## config.mk

```make
export PLATFORM = sky130hd
export DESIGN_NAME = cic_interp_top
export DESIGN_NICKNAME = d
export VERILOG_FILES = /design/src/source/cic_pkg.sv /design/src/source/cic_regs_pkg.sv /design/src/source/cic_cfg_if.sv /design/src/source/cic_regs.sv /design/src/source/cic_cen_gen.sv /design/src/source/cic_comb_chain.sv /design/src/source/cic_upsampler.sv /design/src/source/cic_interp_top.sv
export SDC_FILE = /design/constraint.sdc
export NUM_CORES = 1
export LEC_CHECK = 0
export BUFFER_PORTS_ARGS = -buffer_cell sky130_fd_sc_hd__clkbuf_2
export CORE_ASPECT_RATIO = 0.9
export CORE_MARGIN = 8
export CORE_UTILIZATION = 61
export DETAILED_ROUTE_END_ITERATION = 8
export PLACE_DENSITY = 0.82
export SETUP_SLACK_MARGIN = 0.3
export SLEW_MARGIN = 15
export SYNTH_ARGS = -nofsm -noshare
export SYNTH_HDL_FRONTEND = slang
export SYNTH_HIERARCHICAL = 1
export SYNTH_SLANG_ARGS = --single-unit
```

## constraint.sdc

```tcl
create_clock -name clk -period 3.2 [get_ports clk]
set_input_delay 0.48 -clock clk [delete_from_list [all_inputs] [get_ports clk]]
set_output_delay 0.48 -clock clk [all_outputs]
set_load 0.01 [all_outputs]
```

## src/source/cic_pkg.sv

```systemverilog
// CIC datapath types
package cic_pkg;

    // word widths of the audio path.
    localparam int sample_w = 16;                 // audio sample at both ports.
    localparam int acc_w    = 24;                 // comb and integrator word.

    // filter shape. the DC gain is (R*M)^N / R, which is R for these values.
    localparam int cic_order  = 2;                // number of comb and integrator stages.
    localparam int comb_depth = 1;                // differential delay of each comb.

    // signed audio sample as it enters and leaves the chip.
    typedef logic signed [sample_w-1:0] sample_t;

    // internal word. full scale times a rate of 8 needs 19 bits, the rest is guard.
    typedef logic signed [acc_w-1:0] acc_t;

    // interpolation factor, legal range 1 to 8.
    typedef logic [3:0] rate_t;

    // system clocks per output sample.
    typedef logic [7:0] div_t;

    // arithmetic right shift applied before saturation.
    typedef logic [4:0] shift_t;

    // saturation limits, held in accumulator width so the compare stays signed.
    localparam acc_t sample_max = acc_t'(32767);
    localparam acc_t sample_min = acc_t'(-32768);

endpackage

```

## src/source/cic_regs_pkg.sv

```systemverilog
// CIC register map
package cic_regs_pkg;

    // AXI4-Lite word types.
    typedef logic [7:0]  axi_addr_t;
    typedef logic [31:0] axi_data_t;
    typedef logic [1:0]  axi_resp_t;

    localparam axi_resp_t resp_okay   = 2'b00;
    localparam axi_resp_t resp_slverr = 2'b10;

    // register addresses, one word apart.
    localparam axi_addr_t addr_ctrl   = 8'h00;     // enable and clear.
    localparam axi_addr_t addr_rate   = 8'h04;     // interpolation factor R.
    localparam axi_addr_t addr_div    = 8'h08;     // clocks per output sample.
    localparam axi_addr_t addr_shift  = 8'h0C;     // output gain shift.
    localparam axi_addr_t addr_status = 8'h10;     // sticky overflow.
    localparam axi_addr_t addr_id     = 8'h14;     // read-only identification.

    // ascii "CIC2", the order is in the last character.
    localparam axi_data_t id_value = 32'h4349_4332;

    // field positions.
    localparam int ctrl_enable_bit = 0;
    localparam int ctrl_clear_bit  = 1;
    localparam int status_ovf_bit  = 0;

    // reset values and the limits that writes are clamped to.
    localparam int rate_reset  = 2;
    localparam int div_reset   = 4;
    localparam int shift_reset = 1;
    localparam int rate_min    = 1;
    localparam int rate_max    = 8;
    localparam int div_min     = 2;                // one clock of gap between output strobes.

endpackage

```

## src/source/cic_cfg_if.sv

```systemverilog
// CIC configuration interface
interface cic_cfg_if
    import cic_pkg::*;
();

    logic   enable;                               // runs the strobe generator.
    logic   clear;                                // one-cycle flush of the filter state.
    rate_t  rate;                                 // interpolation factor, already clamped.
    div_t   out_div;                              // clocks per output sample, at least 2.
    shift_t shift;                                // output gain shift.
    logic   overflow;                             // pulses once per clipped output sample.

    // register block owns the settings and watches for clipping.
    modport regs (
        output enable, clear, rate, out_div, shift,
        input  overflow
    );

    // strobe generator only needs the rates.
    modport timing (
        input enable, rate, out_div
    );

    // integrator side of the filter.
    modport datapath (
        input  clear, shift,
        output overflow
    );

endinterface

```

## src/source/cic_regs.sv

```systemverilog
// CIC AXI4-Lite register block
module cic_regs
    import cic_pkg::*;
    import cic_regs_pkg::*;
(
    input  logic      clk,
    input  logic      rst,
    input  axi_addr_t awaddr,
    input  logic      awvalid,
    output logic      awready,
    input  axi_data_t wdata,
    input  logic      wvalid,
    output logic      wready,
    output axi_resp_t bresp,
    output logic      bvalid,
    input  logic      bready,
    input  axi_addr_t araddr,
    input  logic      arvalid,
    output logic      arready,
    output axi_data_t rdata,
    output axi_resp_t rresp,
    output logic      rvalid,
    input  logic      rready,
    cic_cfg_if.regs   cfg
);

    logic      wr_fire;                           // address and data accepted together.
    logic      rd_fire;                           // read address accepted.
    logic      wr_known;                          // write address hits the map.
    logic      rd_known;                          // read address hits the map.
    axi_data_t rd_word;                           // read mux output.

    logic      enable_q;
    logic      clear_q;
    logic      ovf_q;
    rate_t     rate_q;
    div_t      div_q;
    shift_t    shift_q;

    // R outside 1..8 is pulled to the nearest end.
    function automatic rate_t clamp_rate(input axi_data_t value);
        if (value < rate_min) return rate_t'(rate_min);
        if (value > rate_max) return rate_t'(rate_max);
        return rate_t'(value);
    endfunction

    // a divider of 0 or 1 would leave no gap between output strobes.
    function automatic div_t clamp_div(input axi_data_t value);
        if (value > 32'd255) return '1;
        if (value < div_min) return div_t'(div_min);
        return div_t'(value);
    endfunction

    // address and data must arrive together, and only one response is in flight.
    assign awready = awvalid && wvalid && !bvalid;
    assign wready  = awready;
    assign wr_fire = awready;
    assign arready = !rvalid;                     // one read outstanding at a time.
    assign rd_fire = arvalid && arready;

    always_comb begin
        case (awaddr)
            addr_ctrl, addr_rate, addr_div, addr_shift, addr_status, addr_id: wr_known = 1'b1;
            default: wr_known = 1'b0;
        endcase
    end

    always_ff @(posedge clk) begin
        if (rst) begin
            enable_q <= 1'b0;
            clear_q  <= 1'b0;
            ovf_q    <= 1'b0;
            rate_q   <= rate_t'(rate_reset);
            div_q    <= div_t'(div_reset);
            shift_q  <= shift_t'(shift_reset);
        end else begin
            clear_q <= 1'b0;                      // clear lasts a single cycle.
            if (wr_fire) begin
                case (awaddr)
                    addr_ctrl: begin
                        enable_q <= wdata[ctrl_enable_bit];
                        clear_q  <= wdata[ctrl_clear_bit];
                    end
                    addr_rate:   rate_q  <= clamp_rate(wdata);
                    addr_div:    div_q   <= clamp_div(wdata);
                    addr_shift:  shift_q <= shift_t'(wdata);
                    addr_status: if (wdata[status_ovf_bit]) ovf_q <= 1'b0;
                    default: ;                    // the ID word is read-only.
                endcase
            end
            // a new clip in the same cycle as the clearing write keeps the flag set.
            if (cfg.overflow) ovf_q <= 1'b1;
        end
    end

    // write response.
    always_ff @(posedge clk) begin
        if (rst) begin
            bvalid <= 1'b0;
        end else if (wr_fire) begin
            bvalid <= 1'b1;
        end else if (bready) begin
            bvalid <= 1'b0;
        end
    end

    always_ff @(posedge clk) begin
        if (wr_fire) bresp <= wr_known ? resp_okay : resp_slverr;
    end

    // read mux. unused bits read as zero.
    always_comb begin
        rd_known = 1'b1;
        rd_word  = '0;
        case (araddr)
            addr_ctrl:   rd_word[ctrl_enable_bit] = enable_q;   // clear always reads 0.
            addr_rate:   rd_word = axi_data_t'(rate_q);
            addr_div:    rd_word = axi_data_t'(div_q);
            addr_shift:  rd_word = axi_data_t'(shift_q);
            addr_status: rd_word[status_ovf_bit] = ovf_q;
            addr_id:     rd_word = id_value;
            default:     rd_known = 1'b0;
        endcase
    end

    always_ff @(posedge clk) begin
        if (rst) begin
            rvalid <= 1'b0;
        end else if (rd_fire) begin
            rvalid <= 1'b1;                       // data follows the address by one cycle.
        end else if (rready) begin
            rvalid <= 1'b0;
        end
    end

    always_ff @(posedge clk) begin
        if (rd_fire) begin
            rdata <= rd_word;
            rresp <= rd_known ? resp_okay : resp_slverr;
        end
    end

    assign cfg.enable  = enable_q;
    assign cfg.clear   = clear_q;
    assign cfg.rate    = rate_q;
    assign cfg.out_div = div_q;
    assign cfg.shift   = shift_q;

endmodule

```

## src/source/cic_cen_gen.sv

```systemverilog
// CIC clock enable generator
module cic_cen_gen
    import cic_pkg::*;
(
    input  logic       clk,
    input  logic       rst,
    cic_cfg_if.timing  cfg,
    output logic       cen_out,                   // one clock in every out_div.
    output logic       cen_in                     // on every R-th cen_out.
);

    div_t  div_cnt;                               // clocks left until the next output strobe.
    rate_t phase;                                 // output strobes since the last input strobe.
    logic  div_done;

    assign div_done = (div_cnt == '0);

    // both counters park at zero while disabled, so the first strobe
    // lands one cycle after enable rises and carries an input sample.
    always_ff @(posedge clk) begin
        if (rst || !cfg.enable) begin
            div_cnt <= '0;
            phase   <= '0;
            cen_out <= 1'b0;
            cen_in  <= 1'b0;
        end else begin
            cen_out <= div_done;
            cen_in  <= div_done && (phase == '0);
            if (div_done) begin
                div_cnt <= cfg.out_div - 1'b1;
                // >= keeps the phase in range if R shrinks while running.
                if (phase >= cfg.rate - 1'b1) begin
                    phase <= '0;
                end else begin
                    phase <= phase + 1'b1;
                end
            end else begin
                div_cnt <= div_cnt - 1'b1;
            end
        end
    end

endmodule

```

## src/source/cic_comb_chain.sv

```systemverilog
// CIC comb chain
module cic_comb_chain
    import cic_pkg::*;
(
    input  logic    clk,
    input  logic    rst,
    input  logic    cen_in,                       // input sample rate.
    input  sample_t snd_in,
    output acc_t    comb_out
);

    // stage_in[k] feeds comb k, the last entry is the chain output.
    acc_t stage_in [cic_order+1];

    assign stage_in[0] = acc_t'(snd_in);          // sign extension to the wide word.

    for (genvar k = 0; k < cic_order; k++) begin : g_comb
        acc_t dly [comb_depth];                   // last comb_depth inputs of this stage.
        acc_t diff_q;

        // y[n] = x[n] - x[n-M], registered, advancing only on input samples.
        always_ff @(posedge clk) begin
            if (rst) begin
                diff_q <= '0;
                for (int d = 0; d < comb_depth; d++) begin
                    dly[d] <= '0;
                end
            end else if (cen_in) begin
                diff_q <= stage_in[k] - dly[comb_depth-1];
                dly[0] <= stage_in[k];
                for (int d = 1; d < comb_depth; d++) begin
                    dly[d] <= dly[d-1];
                end
            end
        end

        assign stage_in[k+1] = diff_q;
    end

    assign comb_out = stage_in[cic_order];

endmodule

```

## src/source/cic_upsampler.sv

```systemverilog
// CIC zero stuffer and integrators
module cic_upsampler
    import cic_pkg::*;
(
    input  logic         clk,
    input  logic         rst,
    input  logic         cen_out,                 // output sample rate.
    input  logic         stuff_phase,             // high on the output strobe that takes a sample.
    input  acc_t         comb_in,
    cic_cfg_if.datapath  cfg,
    output sample_t      snd_out,
    output logic         snd_out_valid
);

    acc_t stuffed_q;                              // comb word or an inserted zero.
    acc_t integ_q [cic_order];                    // running sums, the last one is the output.
    acc_t scaled;
    logic clip_hi;
    logic clip_lo;

    // the zero stuffer and the integrators all step on the output strobe.
    // a clear flushes them at once, whatever the strobes are doing.
    always_ff @(posedge clk) begin
        if (rst || cfg.clear) begin
            stuffed_q <= '0;
            for (int k = 0; k < cic_order; k++) begin
                integ_q[k] <= '0;
            end
        end else if (cen_out) begin
            stuffed_q  <= stuff_phase ? comb_in : '0;
            integ_q[0] <= integ_q[0] + stuffed_q;
            for (int k = 1; k < cic_order; k++) begin
                integ_q[k] <= integ_q[k] + integ_q[k-1];
            end
        end
    end

    // undo part of the gain of R, then see whether the result fits 16 bits.
    assign scaled  = integ_q[cic_order-1] >>> cfg.shift;
    assign clip_hi = scaled > sample_max;
    assign clip_lo = scaled < sample_min;

    always_ff @(posedge clk) begin
        if (rst) begin
            snd_out       <= '0;
            snd_out_valid <= 1'b0;
            cfg.overflow  <= 1'b0;
        end else begin
            snd_out_valid <= cen_out;             // exactly one cycle per output strobe.
            cfg.overflow  <= cen_out && (clip_hi || clip_lo);
            if (cen_out) begin
                if (clip_hi) begin
                    snd_out <= sample_t'(sample_max);
                end else if (clip_lo) begin
                    snd_out <= sample_t'(sample_min);
                end else begin
                    snd_out <= sample_t'(scaled);
                end
            end
        end
    end

endmodule

```

## src/source/cic_interp_top.sv

```systemverilog
// CIC interpolator top level
module cic_interp_top
    import cic_pkg::*;
    import cic_regs_pkg::*;
(
    input  logic      clk,
    input  logic      rst,
    input  axi_addr_t awaddr,
    input  logic      awvalid,
    output logic      awready,
    input  axi_data_t wdata,
    input  logic      wvalid,
    output logic      wready,
    output axi_resp_t bresp,
    output logic      bvalid,
    input  logic      bready,
    input  axi_addr_t araddr,
    input  logic      arvalid,
    output logic      arready,
    output axi_data_t rdata,
    output axi_resp_t rresp,
    output logic      rvalid,
    input  logic      rready,
    input  sample_t   snd_in,
    output logic      sample_req,                 // snd_in is taken on this strobe.
    output sample_t   snd_out,
    output logic      snd_out_valid
);

    logic cen_in;
    logic cen_out;
    logic comb_rst;
    acc_t comb_word;

    cic_cfg_if cfg ();

    // the comb history must be flushed along with the integrators,
    // otherwise the old input level stays behind as a DC offset.
    assign comb_rst   = rst || cfg.clear;
    assign sample_req = cen_in;

    cic_regs i_regs (
        .clk     (clk),
        .rst     (rst),
        .awaddr  (awaddr),
        .awvalid (awvalid),
        .awready (awready),
        .wdata   (wdata),
        .wvalid  (wvalid),
        .wready  (wready),
        .bresp   (bresp),
        .bvalid  (bvalid),
        .bready  (bready),
        .araddr  (araddr),
        .arvalid (arvalid),
        .arready (arready),
        .rdata   (rdata),
        .rresp   (rresp),
        .rvalid  (rvalid),
        .rready  (rready),
        .cfg     (cfg.regs)
    );

    cic_cen_gen i_cen_gen (
        .clk     (clk),
        .rst     (rst),
        .cfg     (cfg.timing),
        .cen_out (cen_out),
        .cen_in  (cen_in)
    );

    cic_comb_chain i_comb_chain (
        .clk      (clk),
        .rst      (comb_rst),
        .cen_in   (cen_in),
        .snd_in   (snd_in),
        .comb_out (comb_word)
    );

    // cen_in is a registered strobe that coincides with cen_out, so it marks the stuffer phase.
    cic_upsampler i_upsampler (
        .clk           (clk),
        .rst           (rst),
        .cen_out       (cen_out),
        .stuff_phase   (cen_in),
        .comb_in       (comb_word),
        .cfg           (cfg.datapath),
        .snd_out       (snd_out),
        .snd_out_valid (snd_out_valid)
    );

endmodule

```

==> impl_summary.txt <==
----------------------------------------------------
[Finish]
  Post-layout net count ... 1784
  Fraction of layout cells with a size suffix above 1 ... 14.9%
  Register cell area after layout ... 5500 um^2
  Multi-input gate area in the final layout ... 8180 um^2
  Total of fill cells in the finished design ... 1802
  Post-layout util ... 68.1%
  Antenna diode count ... 0
  Synth-to-Final Area Change ... 10.0%

[Drt]
  Number of nets with antenna violations after detailed routing ... 0
  Number of iterations in the first detailed-routing pass ... 7
  Total Wirelength ... 32.5 mm
  Detail-routed via count per cell ... 6.02
  Remaining DRCs ... 0
  Routed vias ... 11700
  Number of DRC markers after the initial detailed-route iteration ... 910
  Wire per inst ... 16.8 um

[Run status]
  Result of the run ... finished clean

[Synthesis]
  Top-area cell type share of the netlist area ... 20.6%
  Combinational family with the most area after synthesis ... compound AO/OA/AOI/OAI gates
  Distinct cells, synth ... 102
  Summed instance area of the synthesized netlist ... 14400 um^2
  Cell types occupying the most area after synthesis ... edfxtp_1, dfxtp_1, ha_1
  Number of synthesis warnings ... 6
  Area share of and/or/nand/nor cells after synthesis ... 17.0%
  Share of the synthesized area in compound gates (AO/OA/AOI/OAI) ... 20.2%
  Library cell with the largest summed area after synthesis ... edfxtp_1
  Count of flip-flops with a built-in enable after synthesis ... 99
  Cell count after synthesis ... 1529
  Leading register cell type out of synthesis ... dfxtp_1
  Sequential fraction of the synthesis area ... 38.0%
  Post-synthesis mux area share ... 5.92%
  Fraction of registers with async set/reset ... 0%
  Area share of fa/ha/maj cells after synthesis ... 8.61%
  Area share of xor/xnor cells in the synthesized design ... 4.43%
  Flip-flop and latch count after synthesis ... 225
  Syn Area/Cell ... 9.45 um^2

[Critical path]
  Element type at the critical path end ... flop
  Setup slack, reg-to-reg ... 470 ps
  Launch point of the worst path ... i_upsampler/integ_q[0][4]$_SDFFCE_PN0P_
  Reg-to-Reg Start ... i_upsampler/integ_q[0][4]$_SDFFCE_PN0P_
  Reg2reg end ... i_upsampler/integ_q[0][23]$_SDFFCE_PN0P_
  Critical Path Fanout Max ... 5
  Reg2Reg Depth ... 9
  Arrival time at the worst endpoint ... 2990 ps
  Kind of critical path ... reg -> reg
  Required @ worst endpoint ... 3460 ps
  Setup crit end ... i_upsampler/integ_q[0][23]$_SDFFCE_PN0P_
  Startpoint kind of the worst setup timing path ... flop

[Pwr]
  Leakage ... 0.00669 uW
  Switching part of the total power ... 23.4%
  Clock power frac ... 42.8%
  Sequential share of power ... 48.3%
  Power density relative to cell area ... 401 nW/um^2
  Part of the total power dissipated in combinational logic ... 8.9%
  Switching pwr ... 1490 uW
  Total power of the final layout ... 6370 uW
  VDD IR max ... 0.437 mV
  Internal Dissipation ... 4880 uW

[Global routing]
  Antenna violations before repair ... 0
  Pin count of the biggest net entering global routing ... 50
  Via count of the first global-routing pass ... 11200
  Wire length of the first global-routing pass ... 53.0 mm
  Overall routing resource usage ... 21.6%
  Grt total ovfl ... 0

[Clock network]
  Clk_lat worst skew ... 520 ps
  Post-CTS repair timing setup buffer count ... 0
  Number of gates resized after CTS ... 0
  TritonCTS Buffers ... 25
  Clock input transition at the sequential cells of the worst setup and hold paths ... 60 ps
  Clock buffer depth ... 3
  Clock net sink count ... 225
  CTS tree ... built
  H-tree Lvls ... 1
  Number of buffers added to fix hold violations after cts ... 0
  CTS Root Cell ... clkbuf_16

[Die]
  Horizontal die dimension ... 178 um
  Ports placed on the boundary ... 130
  Initial Utilization ... 61.9%
  Core region area ... 23300 um^2
  Y dimension of the die ... 162 um
  Floorplan row count ... 53
  Die Footprint ... 28900 um^2

[Timing]
  Maximum clock skew at final layout ... 6.82 ps
  Tightest slew margin relative to the limit ... 44.5%
  Unrepaired setup endpoints after global routing ... no
  Crit path time final ... 2730 ps
  Final setup vio count ... 0
  Min Hold Slack ... 147 ps
  Slew at the pin closest to its max-slew limit ... 832 ps
  Max Freq ... 367 MHz
  Final hold viol count ... 0
  Number of pins exceeding their max-slew limit in the final report ... 0
  Total negative slack ... 0 ps
  Portion of the clock cycle consumed by the worst path in the final layout ... 85.2%

[Place]
  Final RePlAce weighted congestion ... 0.964
  IO Port Bufs ... 112
  Detailed placement HPWL ... 24.3 mm

[Hold path]
  Class of the tightest hold or removal check ... in -> reg

[Flow run]
  Maximum capacitance violations ... 0

----------------------------------------------------
flip-flops by register name, summed over array words and instances (netlist names), 4 cells and up:
name,flops
i_cen_gen/div_cnt,8
i_cen_gen/phase,4
i_comb_chain/comb_out,24
i_comb_chain/g_comb.diff_q,24
i_comb_chain/g_comb.dly,40
i_regs/cfg.out_div,8
i_regs/cfg.rate,4
i_regs/cfg.shift,5
i_regs/rdata,9
i_upsampler/integ_q,48
i_upsampler/snd_out,16
i_upsampler/stuffed_q,24
power groups by stage:
| stage | logic, uW | clock network [uW] | registers [uW] |
|---|---|---|---|
| CTS | 560 | 2790 | 3080 |
| global route | 627 | 2900 | 3080 |
| detailed placement | 555 | 0 | 3140 |
| finish | 568 | 2730 | 3080 |
| floorplan | 420 | 0 | 3130 |
| global placement | 541 | 0 | 3140 |
synthesized netlist by cell type, drive strengths merged (18+ instances only):
cell type	count
nand2	110
and2	48
a22o	28
a21o	30
nand2b	18
xnor2	39
ha	93
o21ai	78
edfxtp	99
a31oi	23
a21oi	96
or3	18
o211ai	19
a211oi	24
xor2	34
nand3	22
nor3	20
mux2i	49
buf	46
inv	88
nor2	141
clkbuf	41
dfxtp	126
final cells by class:
class / count / area share (%)
inverter: 89 / 2.10
sequential: 225 / 34.6
clock inverter: 9 / 0.457
timing repair buffer: 131 / 4.50
tap: 302 / 2.38
clock buffer: 37 / 4.47
multi-input combinational: 1144 / 51.5
placed cells by master, fill, tap and decap left out, types with 7 or more instances in the layout:
cell,netlist,final
o21ai_0,70,70
and3_1,12,12
a211o_1,11,11
o21ai_1,7,7
xor2_1,34,34
o21a_1,11,11
a21oi_1,94,94
o22ai_1,10,10
clkbuf_16,0,25
a211oi_1,20,20
nand2b_1,18,18
and2_1,48,48
nor2_1,138,136
edfxtp_1,99,99
clkbuf_1,41,8
clkbuf_2,0,112
mux2i_1,49,49
nor2b_1,17,17
a22o_1,28,28
buf_4,32,18
a22oi_1,7,7
nor4_1,11,11
a311oi_1,11,11
a31oi_1,22,22
nor3_1,19,18
mux2_2,15,15
conb_1,1,17
mux4_2,8,8
a21o_1,30,30
nand3_1,20,20
o211ai_1,15,15
ha_1,93,93
dfxtp_1,126,125
or3_1,18,18
nand4_1,10,10
inv_1,88,87
nand2_1,108,108
xnor2_1,39,39
stage by stage:
step                cell area [um^2]  cells  setup WS, ps
global route                   15900   1937           325
detailed placement             15100   1891           499
global placement               15100   1891           608
floorplan                      14500   1545           765
finish                         15900   1937           473
CTS                            15900   1937           485
metal layers:
layer / routed length, um / vias up / GRT usage [%] / share of wire [%]
met5: 0 / - / 0 / 0
met4: 933 / 0 / 7.21 / 2.9
met3: 2130 / 78 / 3.09 / 6.6
met2: 15400 / 411 / 37.9 / 47
met1: 14000 / 5424 / 26.8 / 43
li1: - / 5757 / - / -
cell families (layout without fill, tap and decap cells):
family / Yosys count / after routing
AND/OR/NAND/NOR: 468 / 468
XOR/XNOR: 73 / 73
flip-flops: 225 / 225
other: 1 / 17
adder cells (fa/ha/maj): 97 / 97
multiplexers: 73 / 73
buffers and inverters: 176 / 266
AO/OA/AOI/OAI: 416 / 416
how the worst min path moves through the flow:
stage,from,end,slack [ps],cells after the start
floorplan,i_upsampler/cfg.overflow$_SDFF_PP0_,i_regs/ovf_q$_SDFFE_PP0P_,410,2
global placement,i_comb_chain/comb_out[13]$_SDFFE_PP0P_,i_comb_chain/comb_out[13]$_SDFFE_PP0P_,440,2
detailed placement,i_comb_chain/comb_out[11]$_SDFFE_PP0P_,i_comb_chain/comb_out[11]$_SDFFE_PP0P_,440,2
CTS,rready,i_regs/rvalid$_SDFFE_PP0P_,130,2
global route,rready,i_regs/rvalid$_SDFFE_PP0P_,150,2
finish,rready,i_regs/rvalid$_SDFFE_PP0P_,150,2
critical path, cell delays in order, from the launching register on:
cell       delay [ps]
edfxtp_1          420
ha_1              380
a21o_1            220
a31oi_1           240
a2111oi_0         150
buf_4             170
nor3_1            420
o21ai_0           220
xnor2_1           210
nor2_1             60
No activity file was read; power rests on OpenSTA's default activity.
